==> src/hdl/frame_macros.svh <==
`ifndef FRAME_MACROS_SVH
`define FRAME_MACROS_SVH

//**********************************************************************
// frame geometry
//**********************************************************************
`define CAM_H_PIX        8                        // pixels per camera row
`define CAM_V_PIX        4                        // rows per frame
`define CAM_FRAME_WORDS  (`CAM_H_PIX * `CAM_V_PIX) // words per camera region

// word addresses of the two regions in frame memory
`define CAM1_BASE        0                        // camera 1 region
`define CAM2_BASE        32                       // camera 2 region, right after cam 1

//**********************************************************************
// bus and pixel widths
//**********************************************************************
`define WB_ADR_W         6                        // 64-word frame memory
`define PIX_W            16                       // rgb565
`define RGB_W            24                       // rgb888 after expansion

// capture buffering
`define PIX_FIFO_DEPTH   4                        // covers worst arbitration wait

`endif
==> src/hdl/frame_pkg.sv <==
`default_nettype none

package frame_pkg;

    //******************************************************************
    // capture channel
    //******************************************************************
    typedef enum logic {
        WAIT_FRAME,                 // no vsync seen yet
        ACTIVE                      // inside a frame, pixels counted
    } cap_state_t;

    typedef enum logic {
        HIGH_BYTE,                  // r[4:0], g[5:3]
        LOW_BYTE                    // g[2:0], b[4:0]
    } byte_phase_t;

    //******************************************************************
    // readout and bus
    //******************************************************************
    typedef enum logic [1:0] {
        IDLE,                       // waiting for rd_start
        REQ,                        // bus idle cycle, raise cyc at its end
        WAIT_ACK                    // cyc/stb held until ack
    } rd_state_t;

    // arbiter port index of each bus master
    typedef enum logic [1:0] {
        MST_CAM1 = 2'd0,
        MST_CAM2 = 2'd1,
        MST_READ = 2'd2
    } master_t;

endpackage

`default_nettype wire

==> src/hdl/dual_cam_frame_top.sv <==
`timescale 1ns/1ps
`default_nettype none
`include "frame_macros.svh"

module dual_cam_frame_top (
    input  wire               sys_clk,
    input  wire               rst,
    input  wire               cam_vsync_1,
    input  wire               cam_href_1,
    input  wire [7:0]         cam_data_1,
    input  wire               cam_vsync_2,
    input  wire               cam_href_2,
    input  wire [7:0]         cam_data_2,
    input  wire               rd_start,
    output wire               video_de,
    output wire               video_vs,
    output wire [`RGB_W-1:0]  video_rgb,
    output wire               frame_done
);
    import frame_pkg::*;

    // master side, indexed by master_t
    wire [2:0]              m_cyc;
    wire [2:0]              m_stb;
    wire [2:0]              m_we;
    wire [3*`WB_ADR_W-1:0]  m_adr;
    wire [3*`PIX_W-1:0]     m_dat_w;
    wire [2:0]              m_ack;
    wire [`PIX_W-1:0]       m_dat_r;
    // slave side
    wire                    s_cyc;
    wire                    s_stb;
    wire                    s_we;
    wire [`WB_ADR_W-1:0]    s_adr;
    wire [`PIX_W-1:0]       s_dat_w;
    wire                    s_ack;
    wire [`PIX_W-1:0]       s_dat_r;

    assign m_dat_w[MST_READ*`PIX_W +: `PIX_W] = '0; // reader never writes

    //**********************************************************************
    // bus masters
    //**********************************************************************
    cam_capture #(.BASE_ADDR(`WB_ADR_W'(`CAM1_BASE))) u_cam_capture_1 (
        .sys_clk (sys_clk),                .rst      (rst),
        .cam_vsync (cam_vsync_1),          .cam_href (cam_href_1),
        .cam_data (cam_data_1),            .wb_ack   (m_ack[MST_CAM1]),
        .wb_cyc  (m_cyc[MST_CAM1]),        .wb_stb   (m_stb[MST_CAM1]),
        .wb_we   (m_we[MST_CAM1]),
        .wb_adr  (m_adr[MST_CAM1*`WB_ADR_W +: `WB_ADR_W]),
        .wb_dat_w (m_dat_w[MST_CAM1*`PIX_W +: `PIX_W])
    );

    cam_capture #(.BASE_ADDR(`WB_ADR_W'(`CAM2_BASE))) u_cam_capture_2 (
        .sys_clk (sys_clk),                .rst      (rst),
        .cam_vsync (cam_vsync_2),          .cam_href (cam_href_2),
        .cam_data (cam_data_2),            .wb_ack   (m_ack[MST_CAM2]),
        .wb_cyc  (m_cyc[MST_CAM2]),        .wb_stb   (m_stb[MST_CAM2]),
        .wb_we   (m_we[MST_CAM2]),
        .wb_adr  (m_adr[MST_CAM2*`WB_ADR_W +: `WB_ADR_W]),
        .wb_dat_w (m_dat_w[MST_CAM2*`PIX_W +: `PIX_W])
    );

    video_reader u_video_reader (
        .sys_clk (sys_clk),                .rst      (rst),
        .rd_start (rd_start),              .wb_ack   (m_ack[MST_READ]),
        .wb_dat_r (m_dat_r),               .wb_cyc   (m_cyc[MST_READ]),
        .wb_stb  (m_stb[MST_READ]),        .wb_we    (m_we[MST_READ]),
        .wb_adr  (m_adr[MST_READ*`WB_ADR_W +: `WB_ADR_W]),
        .video_de (video_de),              .video_vs (video_vs),
        .video_rgb (video_rgb),            .frame_done (frame_done)
    );

    //**********************************************************************
    // shared bus and frame memory
    //**********************************************************************
    wb_arbiter #(.ADR_W(`WB_ADR_W), .DAT_W(`PIX_W)) u_wb_arbiter (
        .sys_clk (sys_clk),  .rst     (rst),
        .m_cyc   (m_cyc),    .m_stb   (m_stb),   .m_we  (m_we),
        .m_adr   (m_adr),    .m_dat_w (m_dat_w), .m_ack (m_ack),
        .m_dat_r (m_dat_r),  .s_ack   (s_ack),   .s_dat_r (s_dat_r),
        .s_cyc   (s_cyc),    .s_stb   (s_stb),   .s_we  (s_we),
        .s_adr   (s_adr),    .s_dat_w (s_dat_w)
    );

    frame_ram u_frame_ram (
        .sys_clk (sys_clk),  .rst      (rst),
        .wb_cyc  (s_cyc),    .wb_stb   (s_stb),   .wb_we (s_we),
        .wb_adr  (s_adr),    .wb_dat_w (s_dat_w),
        .wb_ack  (s_ack),    .wb_dat_r (s_dat_r)
    );

endmodule

`default_nettype wire

==> src/hdl/video_reader.sv <==
`timescale 1ns/1ps
`default_nettype none
`include "frame_macros.svh"

module video_reader (
    input  logic                 sys_clk,
    input  logic                 rst,
    input  logic                 rd_start,     // frame request
    input  logic                 wb_ack,
    input  logic [`PIX_W-1:0]    wb_dat_r,
    output logic                 wb_cyc,
    output logic                 wb_stb,
    output logic                 wb_we,
    output logic [`WB_ADR_W-1:0] wb_adr,
    output logic                 video_de,
    output logic                 video_vs,     // with first de of the frame
    output logic [`RGB_W-1:0]    video_rgb,
    output logic                 frame_done
);
    import frame_pkg::*;

    localparam int COL_W = $clog2(`CAM_H_PIX);
    localparam int ROW_W = $clog2(`CAM_V_PIX);

    rd_state_t        state;
    logic [COL_W-1:0] col;
    logic [ROW_W-1:0] row;
    logic             side;                    // 0 cam 1, 1 cam 2
    logic             first;                   // next beat opens the frame
    logic             last_pix;
    logic             beat;
    logic             last_beat;               // video_de carries last pixel

    assign last_pix = (row == ROW_W'(`CAM_V_PIX - 1)) && side &&
                      (col == COL_W'(`CAM_H_PIX - 1));
    assign beat     = (state == WAIT_ACK) && wb_ack;

    //******************************************************************
    // read sequencer, raster order with cam 1 row then cam 2 row
    //******************************************************************
    always_ff @(posedge sys_clk) begin
        if (rst) begin
            state <= IDLE;
            col   <= '0;
            row   <= '0;
            side  <= 1'b0;
            first <= 1'b0;
        end else begin
            case (state)
                IDLE: begin
                    if (rd_start) begin
                        state <= REQ;
                        col   <= '0;
                        row   <= '0;
                        side  <= 1'b0;
                        first <= 1'b1;
                    end
                end
                REQ: state <= WAIT_ACK;        // cyc rises here
                WAIT_ACK: begin
                    if (wb_ack) begin
                        first <= 1'b0;
                        state <= last_pix ? IDLE : REQ;
                        col   <= col + 1'b1;   // wraps at row end
                        if (col == COL_W'(`CAM_H_PIX - 1)) begin
                            side <= !side;
                            if (side)
                                row <= row + 1'b1;
                        end
                    end
                end
                default: state <= IDLE;
            endcase
        end
    end

    assign wb_cyc = (state == WAIT_ACK);
    assign wb_stb = wb_cyc;
    assign wb_we  = 1'b0;                      // read-only master
    assign wb_adr = (side ? `WB_ADR_W'(`CAM2_BASE) : `WB_ADR_W'(`CAM1_BASE)) +
                    `WB_ADR_W'(row * `CAM_H_PIX) + `WB_ADR_W'(col);

    //******************************************************************
    // pixel output
    //******************************************************************
    always_ff @(posedge sys_clk) begin
        if (rst) begin
            video_de   <= 1'b0;
            video_vs   <= 1'b0;
            last_beat  <= 1'b0;
            frame_done <= 1'b0;
        end else begin
            video_de   <= beat;
            video_vs   <= beat && first;
            last_beat  <= beat && last_pix;
            frame_done <= last_beat;           // one cycle after last pixel
        end
    end

    always_ff @(posedge sys_clk) begin
        if (beat)                              // rgb565, zero-filled low bits
            video_rgb <= {wb_dat_r[15:11], 3'b000, wb_dat_r[10:5], 2'b00,
                          wb_dat_r[4:0], 3'b000};
    end

endmodule

`default_nettype wire

==> src/hdl/frame_ram.sv <==
`timescale 1ns/1ps
`default_nettype none
`include "frame_macros.svh"

module frame_ram (
    input  logic                 sys_clk,
    input  logic                 rst,
    input  logic                 wb_cyc,
    input  logic                 wb_stb,
    input  logic                 wb_we,
    input  logic [`WB_ADR_W-1:0] wb_adr,
    input  logic [`PIX_W-1:0]    wb_dat_w,
    output logic                 wb_ack,
    output logic [`PIX_W-1:0]    wb_dat_r
);

    localparam int DEPTH = 1 << `WB_ADR_W;     // both camera regions

    logic [`PIX_W-1:0] mem [DEPTH];
    logic              access;

    assign access = wb_cyc && wb_stb && !wb_ack; // no second ack on a held cycle

    always_ff @(posedge sys_clk) begin
        if (rst)
            wb_ack <= 1'b0;
        else
            wb_ack <= access;                  // one cycle stb to ack
    end

    always_ff @(posedge sys_clk) begin
        if (access) begin
            if (wb_we)
                mem[wb_adr] <= wb_dat_w;
            wb_dat_r <= mem[wb_adr];           // valid in the ack cycle
        end
    end

endmodule

`default_nettype wire

==> src/hdl/wb_arbiter.sv <==
`timescale 1ns/1ps
`default_nettype none

module wb_arbiter #(
    parameter int ADR_W = 6,
    parameter int DAT_W = 16
) (
    input  logic               sys_clk,
    input  logic               rst,
    input  logic [2:0]         m_cyc,
    input  logic [2:0]         m_stb,
    input  logic [2:0]         m_we,
    input  logic [3*ADR_W-1:0] m_adr,     // master i at [i*ADR_W +: ADR_W]
    input  logic [3*DAT_W-1:0] m_dat_w,
    input  logic               s_ack,
    input  logic [DAT_W-1:0]   s_dat_r,
    output logic [2:0]         m_ack,
    output logic [DAT_W-1:0]   m_dat_r,
    output logic               s_cyc,
    output logic               s_stb,
    output logic               s_we,
    output logic [ADR_W-1:0]   s_adr,
    output logic [DAT_W-1:0]   s_dat_w
);
    import frame_pkg::*;

    logic    busy;                             // owner holds the bus
    master_t owner;
    master_t last;                             // round-robin pointer
    master_t pick;                             // next grant candidate
    logic    any_req;

    // first requester after the last owner
    always_comb begin
        int cand;
        pick = last;
        for (int i = 3; i >= 1; i--) begin     // lowest offset wins, so scan down
            cand = (int'(last) + i) % 3;
            if (m_cyc[cand])
                pick = master_t'(cand);
        end
    end

    assign any_req = |m_cyc;

    always_ff @(posedge sys_clk) begin
        if (rst) begin
            busy  <= 1'b0;
            owner <= MST_CAM1;
            last  <= MST_READ;                 // camera 1 served first
        end else if (!busy || !m_cyc[owner]) begin
            busy <= any_req;                   // re-arbitrate once cyc drops
            if (any_req) begin
                owner <= pick;
                last  <= pick;
            end
        end
    end

    // owner request to the slave, ack back to the owner only
    assign s_cyc   = busy && m_cyc[owner];
    assign s_stb   = busy && m_stb[owner];
    assign s_we    = m_we[owner];
    assign s_adr   = m_adr[owner*ADR_W +: ADR_W];
    assign s_dat_w = m_dat_w[owner*DAT_W +: DAT_W];
    assign m_ack   = busy ? (3'(s_ack) << owner) : 3'b000;
    assign m_dat_r = busy ? s_dat_r : '0;

endmodule

`default_nettype wire

==> src/hdl/cam_capture.sv <==
`timescale 1ns/1ps
`default_nettype none
`include "frame_macros.svh"

module cam_capture #(
    parameter logic [`WB_ADR_W-1:0] BASE_ADDR = `WB_ADR_W'(`CAM1_BASE)
) (
    input  logic                 sys_clk,
    input  logic                 rst,
    input  logic                 cam_vsync,   // frame start
    input  logic                 cam_href,    // line valid
    input  logic [7:0]           cam_data,    // byte stream
    input  logic                 wb_ack,
    output logic                 wb_cyc,
    output logic                 wb_stb,
    output logic                 wb_we,
    output logic [`WB_ADR_W-1:0] wb_adr,
    output logic [`PIX_W-1:0]    wb_dat_w
);
    import frame_pkg::*;

    localparam int CNT_W = $clog2(`CAM_FRAME_WORDS + 1); // must reach frame size
    localparam int PTR_W = $clog2(`PIX_FIFO_DEPTH);
    localparam int ENT_W = `WB_ADR_W + `PIX_W;           // {adr, pixel}

    cap_state_t       state;
    byte_phase_t      phase;
    logic [7:0]       hi_byte;                   // first byte of the pair
    logic [CNT_W-1:0] pix_cnt;                   // pixels in this frame
    logic             pix_vld;                   // pix_ent ready to push
    logic [ENT_W-1:0] pix_ent;

    logic [ENT_W-1:0] fifo_mem [`PIX_FIFO_DEPTH];
    logic [PTR_W-1:0] wr_ptr;
    logic [PTR_W-1:0] rd_ptr;
    logic [PTR_W:0]   fifo_cnt;
    logic             fifo_full;
    logic             fifo_empty;
    logic             push;
    logic             pop;

    //******************************************************************
    // byte pairing and frame tracking
    //******************************************************************
    always_ff @(posedge sys_clk) begin
        if (rst) begin
            state   <= WAIT_FRAME;
            phase   <= HIGH_BYTE;
            pix_cnt <= '0;
            pix_vld <= 1'b0;
        end else begin
            pix_vld <= 1'b0;                     // single-cycle strobe
            if (cam_vsync) begin
                state   <= ACTIVE;               // count restarts every frame
                phase   <= HIGH_BYTE;
                pix_cnt <= '0;
            end else if (state == ACTIVE && cam_href) begin
                if (phase == HIGH_BYTE) begin
                    phase <= LOW_BYTE;
                end else begin
                    phase <= HIGH_BYTE;
                    if (pix_cnt < CNT_W'(`CAM_FRAME_WORDS)) begin
                        pix_vld <= 1'b1;         // overflow pixels dropped
                        pix_cnt <= pix_cnt + 1'b1;
                    end
                end
            end else begin
                phase <= HIGH_BYTE;              // realign at each line
            end
        end
    end

    always_ff @(posedge sys_clk) begin
        if (state == ACTIVE && cam_href && !cam_vsync) begin
            if (phase == HIGH_BYTE)
                hi_byte <= cam_data;
            else
                pix_ent <= {BASE_ADDR + `WB_ADR_W'(pix_cnt), hi_byte, cam_data};
        end
    end

    //******************************************************************
    // pixel fifo
    //******************************************************************
    assign fifo_full  = (fifo_cnt == (PTR_W+1)'(`PIX_FIFO_DEPTH));
    assign fifo_empty = (fifo_cnt == '0);
    assign push       = pix_vld && !fifo_full;   // full fifo drops the pixel
    assign pop        = wb_cyc && wb_ack;        // head written

    always_ff @(posedge sys_clk) begin
        if (rst) begin
            wr_ptr   <= '0;
            rd_ptr   <= '0;
            fifo_cnt <= '0;
        end else begin
            if (push)
                wr_ptr <= wr_ptr + 1'b1;
            if (pop)
                rd_ptr <= rd_ptr + 1'b1;
            fifo_cnt <= fifo_cnt + (PTR_W+1)'(push) - (PTR_W+1)'(pop);
        end
    end

    always_ff @(posedge sys_clk) begin
        if (push)
            fifo_mem[wr_ptr] <= pix_ent;
    end

    // bus write master, one idle cycle after every ack
    always_ff @(posedge sys_clk) begin
        if (rst)
            wb_cyc <= 1'b0;
        else if (wb_cyc)
            wb_cyc <= !wb_ack;                   // drop right after ack
        else
            wb_cyc <= !fifo_empty;
    end

    assign wb_stb             = wb_cyc;
    assign wb_we              = wb_cyc;          // write-only master
    assign {wb_adr, wb_dat_w} = fifo_mem[rd_ptr]; // head stable until pop

endmodule

`default_nettype wire

==> config.mk <==
export PLATFORM = sky130hd
export DESIGN_NAME = dual_cam_frame_top
export DESIGN_NICKNAME = d
export VERILOG_FILES = /design/src/hdl/frame_pkg.sv /design/src/hdl/dual_cam_frame_top.sv /design/src/hdl/video_reader.sv /design/src/hdl/frame_ram.sv /design/src/hdl/wb_arbiter.sv /design/src/hdl/cam_capture.sv
export VERILOG_INCLUDE_DIRS = /design/src /design/src/hdl
export SDC_FILE = /design/constraint.sdc
export NUM_CORES = 1
export LEC_CHECK = 0
export ABC_AREA = 1
export BUFFER_PORTS_ARGS = -buffer_cell sky130_fd_sc_hd__buf_2
export CORE_AREA = 3 3 424 426
export DETAILED_ROUTE_END_ITERATION = 16
export DIE_AREA = 0 0 427 429
export RECOVER_POWER = 100
export SYNTH_ARGS = -nofsm -noshare
export SYNTH_HDL_FRONTEND = slang
export SYNTH_HIERARCHICAL = 1
export SYNTH_SLANG_ARGS = --single-unit
export TNS_END_PERCENT = 20
==> constraint.sdc <==
create_clock -name sys_clk -period 8.3 [get_ports sys_clk]
set_input_delay 2.49 -clock sys_clk [delete_from_list [all_inputs] [get_ports sys_clk]]
set_output_delay 2.49 -clock sys_clk [all_outputs]
set_load 0.01 [all_outputs]
---- Word-level counts from Yosys, hierarchy flattened ----
Memories as Yosys holds them, arrays and structs flattened. A register that Yosys moved wholly into a read port is not among the register bits.
Cells that the tools add are included.
Widths: inputs -> output; s select.
operators by class
  add/subtract/negate cells ............... 18
  multiplexer cells ....................... 54
  reduce and logical (&&, ||, !) cells .... 50
  multiply operators ...................... 1
  shift operators ......................... 3
  eq/ne operators ......................... 10
  magnitude comparators ................... 6
  div/mod/pow operators ................... 3
  bitwise logic cells ..................... 4
operator list
  kind                   count
  $lt 32x4->1 const B    3
  $mod 32x3->32 const B  3
  $shiftx 48x7->16       1
  $mux 1                 27
  $mux 2                 13
  $shiftx 18x6->6        1
  $logic_and 1x1->1      15
  $add 6x1->6 const B    2
  $logic_not 1->1        12
  $lt 6x6->1 const B     2
  $reduce_and 2->1       6
  $add 2x1->2 const B    5
  $bmux 1 s2             5
  $eq 3x3->1 const B     3
  $mux 3                 3
  $reduce_and 3->1       3
  $reduce_or 3->1        3
  $ne 2x2->1 const B     4
  $reduce_or 4->1        2
  $add 2x2->3 const B    2
  $add 3x1->3            2
  $add 6x3->6            1
  $add 6x5->6            1
  $add 6x6->6 const A    1
  21 further kinds       29
word-level totals
  ROM bits ................................ 0
  RAM bits ................................ 1,200
  bits in latches ......................... 0
  memories kept ........................... 3
  logic and storage cells ................. 186
  bits in registers ....................... 129
  bits of input ports ..................... 23
  output and inout port bits .............. 27
memories
  memory                    words  bits a word  read ports  clocked after memory_dff  write ports  line               text
  u_frame_ram.mem           64     16           1           1                         1            frame_ram.sv:19    logic [`PIX_W-1:0] mem [DEPTH];
  u_cam_capture_1.fifo_mem  4      22           1           1                         1            cam_capture.sv:33  logic [ENT_W-1:0] fifo_mem [`PIX_FIFO_DEPTH];
  u_cam_capture_2.fifo_mem  4      22           1           1                         1            cam_capture.sv:33

---- Depth between registers and ports, before layout ----
Gate-level depths: netlist (run 1).
  depth in word-level cells ............... 8
  mapped depth ............................ 22
  gate-level depth less buffers ........... 16

---- Cells and area by module ----
The synthesis (run 1) kept the hierarchy.
by module, submodules not included
  module                         times used  cells each  area each (um^2)  seq. area each (um^2)
  frame_ram                      1           4,257       43,800.8          31,250.0
  cam_capture (u_cam_capture_1)  1           365         5,132.4           3,923.8
  cam_capture (u_cam_capture_2)  1           361         5,123.7           3,923.8
  video_reader                   1           97          1,121.1           740.7
  wb_arbiter                     1           214         1,051.0           80.1
  dual_cam_frame_top             1           1           3.8               0.0

---- Least setup slack after synthesis (run 1) ----
Ideal clock, no wire load.
  kind .................................... input -> register
  start point ............................. input port cam_href_1
  end point ............................... register u_cam_capture_1.pix_ent[0] (enable)
  cell stages on the path ................. 2
  data arrival time ....................... 4,287 ps
  slack ................................... 3,579 ps
  required time ........................... 7,866 ps
  buffers on the path ..................... 0
  setup time .............................. 434 ps
  cell sequence ........................... nand2_2 nor3b_1
on the way
  cells in the longest elaborated chain, start to end .. 3
ends and longest elaborated chain
  item                             line                     text
  from (decl)                      dual_cam_frame_top.sv:9  input wire cam_href_1,
  $logic_and 1x1->1 (2 in series)  cam_capture.sv:74        if (state == ACTIVE && cam_href && !cam_vsync) begin
  $reduce_and 2->1 (no line)       --
  to (signal assigned)             cam_capture.sv:78        pix_ent <= {BASE_ADDR + `WB_ADR_W'(pix_cnt), hi_byte, cam_data};
  to (decl)                        cam_capture.sv:31        logic [ENT_W-1:0] pix_ent;
Every way passes these cells.
A chain may end at the register's enable or synchronous reset.

---- Worst setup path after layout (run 1) ----
  start point ............................. register u_wb_arbiter.owner[1]
  end point ............................... memory u_frame_ram/mem[31][13] (netlist bit) (enable)
on the way
  elaborated cells between the ends (all ways) .. 11
  classes of those cells .................. 1 x mul; 1 x shift; 7 x mux; 2 x reduce/logical
RTL lines
  item                    line                      text
  from (decl)             wb_arbiter.sv:28          master_t owner;
  from (signal assigned)  wb_arbiter.sv:54          owner <= pick;
  $mul 2x2->4             wb_arbiter.sv:64          assign s_adr = m_adr[owner*ADR_W +: ADR_W];
  $shiftx 18x6->6         wb_arbiter.sv:64
  via s_adr[0]            dual_cam_frame_top.sv:34  wire [`WB_ADR_W-1:0] s_adr;
  to (decl)               frame_ram.sv:19
The timed path passes the listed nets, and every way through them passes these cells. The select of a mux whose other input is x is not followed.

==> out/metrics.csv, run 1 <==
stage;metric;value;unit
setup_path;endpoint;u_frame_ram/mem[31][13];
floorplan;die_area;183000;µm²
setup_path;slowest_stage;nor2_1;
cts;cts_tree;done;
sta;hold_viol_final;0;
setup_path;cp-end-kind;flop;
yosys;synth_top_family_by_area;simple AND/OR/NAND/NOR gates;
yosys;synthCells;5295;
routing;vias_per_cell;4.66;
routing;post-route-drc-count;0;
yosys;synth_simple_gate_area_frac;0.231;
setup_path;worstReg2RegStart;u_wb_arbiter/owner[1];
sta;timing.final.crit_period;6.73;ns
setup_path;crit_fanout;195;
final_layout;drive_gt1_frac;0.0513;
grt;grt_max_degree;196;
sta;rsz0062_at_grt;no;
placement;portBuffers;41;
grt;grt_pass1_wl;210000;µm
setup_path;start_kind;flop;
final_layout;nets;5378;
cts;cts_htree_levels;4;
yosys;yosys-top-cells-area;edfxtp_1 69%, nand2_1 20%, dfxtp_1 2.0%;
grt;grt_usage;0.150;
yosys;yosys_warnings;6;
routing;ant_nets;0;
setup_path;critPathArrivalTime;7.11;ns
outcome;violations;max-capacitance violations, max-slew violations;
grt;grt_overflow;0;
setup_path;regToRegSetupSlack;1.57;ns
flow_run;max-cap-violations;18;
yosys;muxShareOfSynthArea;0;
final_layout;final-seq-area;39900;µm²
yosys;yosysUniqueCellTypes;43;
yosys;synth_area;56200;µm²
yosys;yosysTopAreaCell;edfxtp_1;
setup_path;cpPeakStageDelay;1.25;ns
floorplan;dieWidth;427;µm
yosys;ys_top_cells_by_count;2937 x nand2_1, 1292 x edfxtp_1, 253 x nor2_1;
sta;whs;0.415;ns
yosys;synthXorXnorAreaFrac;0.000623;
final_layout;multi_input_area;14400;µm²
yosys;ys_seq_area_frac;0.710;
yosys;synth_fa_ha_area_frac;0.00494;
routing;drt_pass1_iterations;6;
grt;antenna_found_initial;5;
sta;drv_slew;1096;
pwr;p_total;14000;µW
sta;timing_worst_slew_pin_value;3.43;ns
final_layout;fin_util;0.356;
cts;cts_resized;0;
routing;routedWlPerCell;17.9;µm
routing;num_vias;36300;
pwr;leakage;0.0245;µW
setup_path;r2r_cells;9;
sta;relSlewSlack;-1.28;
final_layout;area_delta_synth_final;11.6;%
cts;root_buffer;clkbuf_16;
setup_path;path_cells;inv_2 > nor2_1 > nand2_1 > nand3_4 > buf_12 > buf_12 > nand4_1 > nor2_1 > clkbuf_1;
final_layout;fill_cells;17500;
setup_path;r2r-end;u_frame_ram/mem[31][13];
yosys;synth_compound_area_frac;0.0178;
yosys;yosys.cell_count.top_type;nand2_1;
yosys;synthArstFlopShare;0;
sta;totalNegativeSetupSlack;0;ns
cts;cts_hold_buf;0;
sta;finClkSkew;0.0241;ns
sta;post-route-period-util;0.810;
cts;clk_latency;0.77;ns
floorplan;core_area;176000;µm²
cts;numCtsBuffers;137;
pwr;vdd_drop_max;152;µV
yosys;ys_ff_latch;1348;
routing;wirelength;139000;µm
routing;dr.first_iter.drc_count;3498;
setup_path;worstPathRequired;8.68;ns
grt;grt_pass1_vias;34900;
outcome;outcome;finished with violations;
placement;detailed_place_hpwl;75500;µm
placement;finalWeightedCongestion;0.795;
yosys;synth_edf_count;1292;
yosys;synth.avg_cell_area;10.6;µm²
pwr;power-per-cell-area;224;nW/µm²
yosys;synthFlopType;edfxtp_1;
floorplan;fp.dieH;429;µm
setup_path;critPathLaunch;u_wb_arbiter/owner[1];
sta;setup_viol;0;
sta;fmax;149;MHz
setup_path;path_class;flop to flop;
cts;clockBufferDepth;3;
min_path;hp-class;flop to flop;
floorplan;initial_utilization;0.319;
cts;clock-sinks;1348;
yosys;synth_top_area_frac;0.690;
cts;post-cts-setup-buffer-count;0;
floorplan;ios;50;
floorplan;rows;154;
cts;cts.clk_slew.worst_paths;0.06;ns
logic make-up (layout without fill, tap and decap cells):
family / after synthesis / in the layout
DFF: 1348 / 1348
buffers and inverters: 380 / 503
and+or+nand+nor: 3357 / 3357
other: 2 / 30
AOI/OAI and AO/OA: 183 / 183
xor gates and xnor gates: 4 / 4
adders and majority gates: 21 / 21
per-stage QoR:
stage | worst slack, ns | area (µm²) | std cells
2_1_floorplan | 3.58 | 56300 | 5318
3_3_place_gp | 2.85 | 59000 | 7535
3_5_place_dp | 2.85 | 59000 | 7535
5_1_grt | 1.24 | 62700 | 7782
6_report | 1.57 | 62800 | 7786
4_1_cts | 2.85 | 63300 | 7781
layout by cell type, fill, tap and decap left out, types with 4 or more instances in the layout:
cell type / netlist / routed
or2_2: 5 / 5
buf_2: 111 / 10
nor2_2: 5 / 11
inv_6: 0 / 6
nand3_1: 107 / 105
conb_1: 2 / 25
diode_2: 0 / 5
nand2_1: 2937 / 2944
a21oi_1: 28 / 29
edfxtp_1: 1292 / 1292
nor2_1: 253 / 248
buf_4: 51 / 24
nor3_1: 8 / 8
dfxtp_1: 56 / 56
bufinv_16: 0 / 7
ha_1: 19 / 19
clkinv_1: 1 / 33
clkbuf_16: 0 / 145
o21ai_1: 43 / 29
inv_8: 2 / 5
nor3_4: 5 / 5
inv_2: 18 / 12
clkinv_2: 0 / 19
buf_12: 0 / 6
nand2_2: 10 / 5
xor2_1: 4 / 4
o211ai_1: 5 / 5
inv_1: 94 / 97
o21ai_0: 60 / 74
clkbuf_1: 53 / 132
o22ai_1: 44 / 44
sequential cells by signal, summed over array words and instances (netlist names), 6 cells and up, named ones only:
register and cells:
u_cam_capture_2/hi_byte 8, u_cam_capture_1/pix_ent 22, u_cam_capture_2/fifo_mem 88, u_cam_capture_2/pix_cnt 6, u_video_reader/video_rgb 16, u_cam_capture_1/hi_byte 8
u_cam_capture_1/pix_cnt 6, u_frame_ram/mem 1024, u_frame_ram/wb_dat_r 16, u_cam_capture_1/fifo_mem 88, u_cam_capture_2/pix_ent 22
layer usage:
layer | routed length, µm | vias to the layer above | GRT usage
met5 | 13 | - | 0
met4 | 4860 | 2 | 0.0588
met3 | 9750 | 237 | 0.0262
met2 | 64400 | 1161 | 0.237
met1 | 60400 | 17400 | 0.204
li1 | - | 17500 | -
layout make-up:
class,count,area share
diodes,5,0.000199
clock buffers,178,0.0598
clock inverters,68,0.00837
inverters,117,0.00760
multi-input cells,3590,0.230
flip-flops and latches,1348,0.636
well taps,2340,0.0467
repair buffers,140,0.0116
power breakdown:
part           internal, µW  switching, µW
clock                  3410           2530
sequential             7540           7.43
combinational          89.6            471
worst min path at each step:
stage	to	startpoint	slack (ns)	cells past startpoint
final	u_video_reader/frame_done	u_video_reader/last_beat	0.41	2
after CTS	u_video_reader/frame_done	u_video_reader/last_beat	0.41	2
after floorplan	u_video_reader/frame_done	u_video_reader/last_beat	0.39	2
after global routing	u_cam_capture_1/pix_ent[8]	u_cam_capture_1/hi_byte[0]	0.42	0
after global placement	u_cam_capture_1/pix_ent[10]	u_cam_capture_1/hi_byte[2]	0.40	0
after detailed placement	u_video_reader/frame_done	u_video_reader/last_beat	0.40	2
critical path: cells and delay by family (launching register included):
| kind | cells | cell delay [ns] |
|---|---|---|
| simple gates | 5 | 3.16 |
| buf+inv | 4 | 2.27 |
| flops | 1 | 0.41 |
Power figures use the tool's default switching activity.
==> run 2, diff against run 1 <==
==> constraint.sdc (replaced) <==
create_clock -name sys_clk -period 5.78 [get_ports sys_clk]
set_input_delay 1.734 -clock sys_clk [delete_from_list [all_inputs] [get_ports sys_clk]]
set_output_delay 1.734 -clock sys_clk [all_outputs]
set_load 0.01 [all_outputs]
==> run 2 against run 1 <==
The run still ends with max-capacitance violations, max-slew violations left. First-iteration DRC count increased by 6.5%. Register-to-register slack got worse by 0.80 ns. Die area unchanged. Via count increased by 1.1%. Core utilization increased by 0.46 points. Wire length increased by 3.5%. Critical path depth increased by 4. Sequential share of layout area decreased by 0.80 points. Design area increased by 1.3%. Non-clock buffer count increased by 31. Critical path type unchanged. Largest power group unchanged. Highest routed layer unchanged.
==> out/metrics.csv, run 2 (same netlist as run 1, synthesis figures left out) <==
stage;metric;value;unit
setup_path;cp_common_cell;buf_4;
floorplan;ios;50;
outcome;violations;max-capacitance violations, max-slew violations;
pwr;vdd_drop_max;283;µV
pwr;leakage;0.0250;µW
outcome;outcome;finished with violations;
final_layout;drive_gt1_frac;0.0716;
grt;grt_usage;0.155;
cts;cts.clk_slew.worst_paths;0.06;ns
cts;clock-sinks;1348;
floorplan;initial_utilization;0.319;
setup_path;start_kind;flop;
sta;hold_viol_final;0;
routing;vias_per_cell;4.69;
final_layout;final_common_cell;nand2_1;
cts;cts_tree;done;
pwr;power-per-cell-area;323;nW/µm²
setup_path;cpPeakStageDelay;0.79;ns
grt;grt_overflow;0;
flow_run;max-cap-violations;17;
setup_path;slowest_stage;clkbuf_1;
routing;routedWlPerCell;18.5;µm
routing;num_vias;36700;
cts;numCtsBuffers;138;
pwr;comb_power_share;0.040;
final_layout;top_register;u_frame_ram/mem;
setup_path;regToRegSetupSlack;0.77;ns
pwr;p_total;20500;µW
final_layout;area_delta_synth_final;13.0;%
placement;portBuffers;41;
sta;timing_worst_slew_pin_value;3.02;ns
floorplan;die_area;183000;µm²
sta;timing.final.crit_period;5.01;ns
routing;dr.first_iter.drc_count;3724;
pwr;swShare;0.217;
setup_path;critPathArrivalTime;5.46;ns
cts;clk_latency;0.78;ns
cts;cts_resized;0;
pwr;pwr-share-clk;0.434;
placement;finalWeightedCongestion;0.807;
final_layout;largest_reg_flops;1024;
final_layout;reg_top3;u_frame_ram/mem (1024), u_cam_capture_1/fifo_mem (88), u_cam_capture_2/fifo_mem (88);
sta;totalNegativeSetupSlack;0;ns
sta;drv_slew;918;
setup_path;worstPathRequired;6.24;ns
routing;wirelength;144000;µm
floorplan;dieWidth;427;µm
cts;cts_hold_buf;0;
sta;relSlewSlack;-1.01;
final_layout;nets;5410;
setup_path;cp-end-kind;flop;
pwr;pwr-share-seq;0.526;
floorplan;core_area;176000;µm²
routing;ant_nets;0;
sta;rsz0062_at_grt;no;
setup_path;path_cells;clkbuf_1 > inv_4 > nand2_1 > nand3_2 > a21oi_1 > inv_1 > nor3_1 > buf_4 > and2_0 > nand3_1 > buf_4 > nor2_1 > buf_4;
floorplan;fp.dieH;429;µm
placement;detailed_place_hpwl;81600;µm
sta;setup_viol;0;
final_layout;mostFrequentLayoutCells;2944 x nand2_1, 1292 x edfxtp_1, 247 x nor2_1;
routing;post-route-drc-count;0;
setup_path;crit_fanout;29;
setup_path;crit_buf_inv;6;
cts;clockBufferDepth;3;
floorplan;rows;154;
routing;drt_pass1_iterations;5;
cts;cts_htree_levels;4;
sta;fmax;200;MHz
grt;antenna_found_initial;6;
cts;post-cts-setup-buffer-count;0;
setup_path;critPathTopFamily;buffers and inverters;
cts;root_buffer;clkbuf_16;
pwr;p_switching;4460;µW
sta;post-route-period-util;0.866;
setup_path;path_class;flop to flop;
grt;grt_max_degree;150;
sta;finClkSkew;0.0312;ns
final_layout;fill_cells;17300;
grt;grt_pass1_vias;34600;
pwr;internal_power;16100;µW
min_path;hp-class;flop to flop;
grt;grt_pass1_wl;218000;µm
-- run 2: changes by cell type in the layout (fill, tap and decap cells not counted), sizes merged --
cell and delta:
bufinv +5, clkinvlp +2, buf +71, clkinv -6, diode -2, clkbuf -38
-- run 2: per-layer routing --
| metal | wire [µm] | track usage | share of wire |
|---|---|---|---|
| met5 | 55 | 0 | 0.00038 |
| met3 | 9450 | 0.0250 | 0.065 |
| met2 | 67500 | 0.246 | 0.47 |
| met1 | 64200 | 0.220 | 0.44 |
| met4 | 3120 | 0.0438 | 0.022 |
-- run 2: worst register-to-register path, cell delays in order (launching register included) --
cell	delay [ns]
dfxtp_1	0.59
clkbuf_1	0.79
inv_4	0.30
nand2_1	0.16
nand3_2	0.06
a21oi_1	0.24
inv_1	0.09
nor3_1	0.15
buf_4	0.35
and2_0	0.60
nand3_1	0.52
buf_4	0.35
nor2_1	0.22
buf_4	0.27
-- run 2: final timing paths --
check / startpoint / endpoint / cells after the start
setup / recovery: u_wb_arbiter/owner[0] / u_frame_ram/mem[34][9] / 13
hold / removal: u_cam_capture_2/hi_byte[5] / u_cam_capture_2/pix_ent[13] / 0
setup reg to reg: u_wb_arbiter/owner[0] / u_frame_ram/mem[34][9] / 13
hold reg to reg: u_cam_capture_2/hi_byte[5] / u_cam_capture_2/pix_ent[13] / 0
-- run 2: through the flow --
stage	hold slack (ns)	utilization	instance area, µm²	cells	setup slack (ns)
3_5_place_dp	0.405	0.337	59300	7566	1.51
2_1_floorplan	0.388	-	56300	5318	1.74
6_report	0.412	0.361	63600	7818	0.773
3_3_place_gp	0.401	0.337	59300	7566	1.54
4_1_cts	0.410	0.362	63800	7815	1.49
5_1_grt	0.429	0.361	63600	7816	0.575
-- run 2: cell type report --
cell class	instances	area, µm²	area share
inverters	117	477	0.00750
clock inverters	69	766	0.0120
clock buffers	180	3740	0.0588
multi-input cells	3590	14500	0.229
well taps	2340	2930	0.0461
diodes	3	7.51	0.000118
repair buffers	171	1180	0.0186
flip-flops and latches	1348	39900	0.628
-- run 2: power by group through the flow --
| stage | Combinational [µW] | Sequential (µW) | Clock [µW] |
|---|---|---|---|
| 2_1_floorplan | 453 | 11000 | 0 |
| 3_5_place_dp | 834 | 11000 | 0 |
| 4_1_cts | 834 | 10800 | 9070 |
| 3_3_place_gp | 825 | 11000 | 0 |
| 5_1_grt | 895 | 10800 | 9460 |
| 6_report | 822 | 10800 | 8900 |
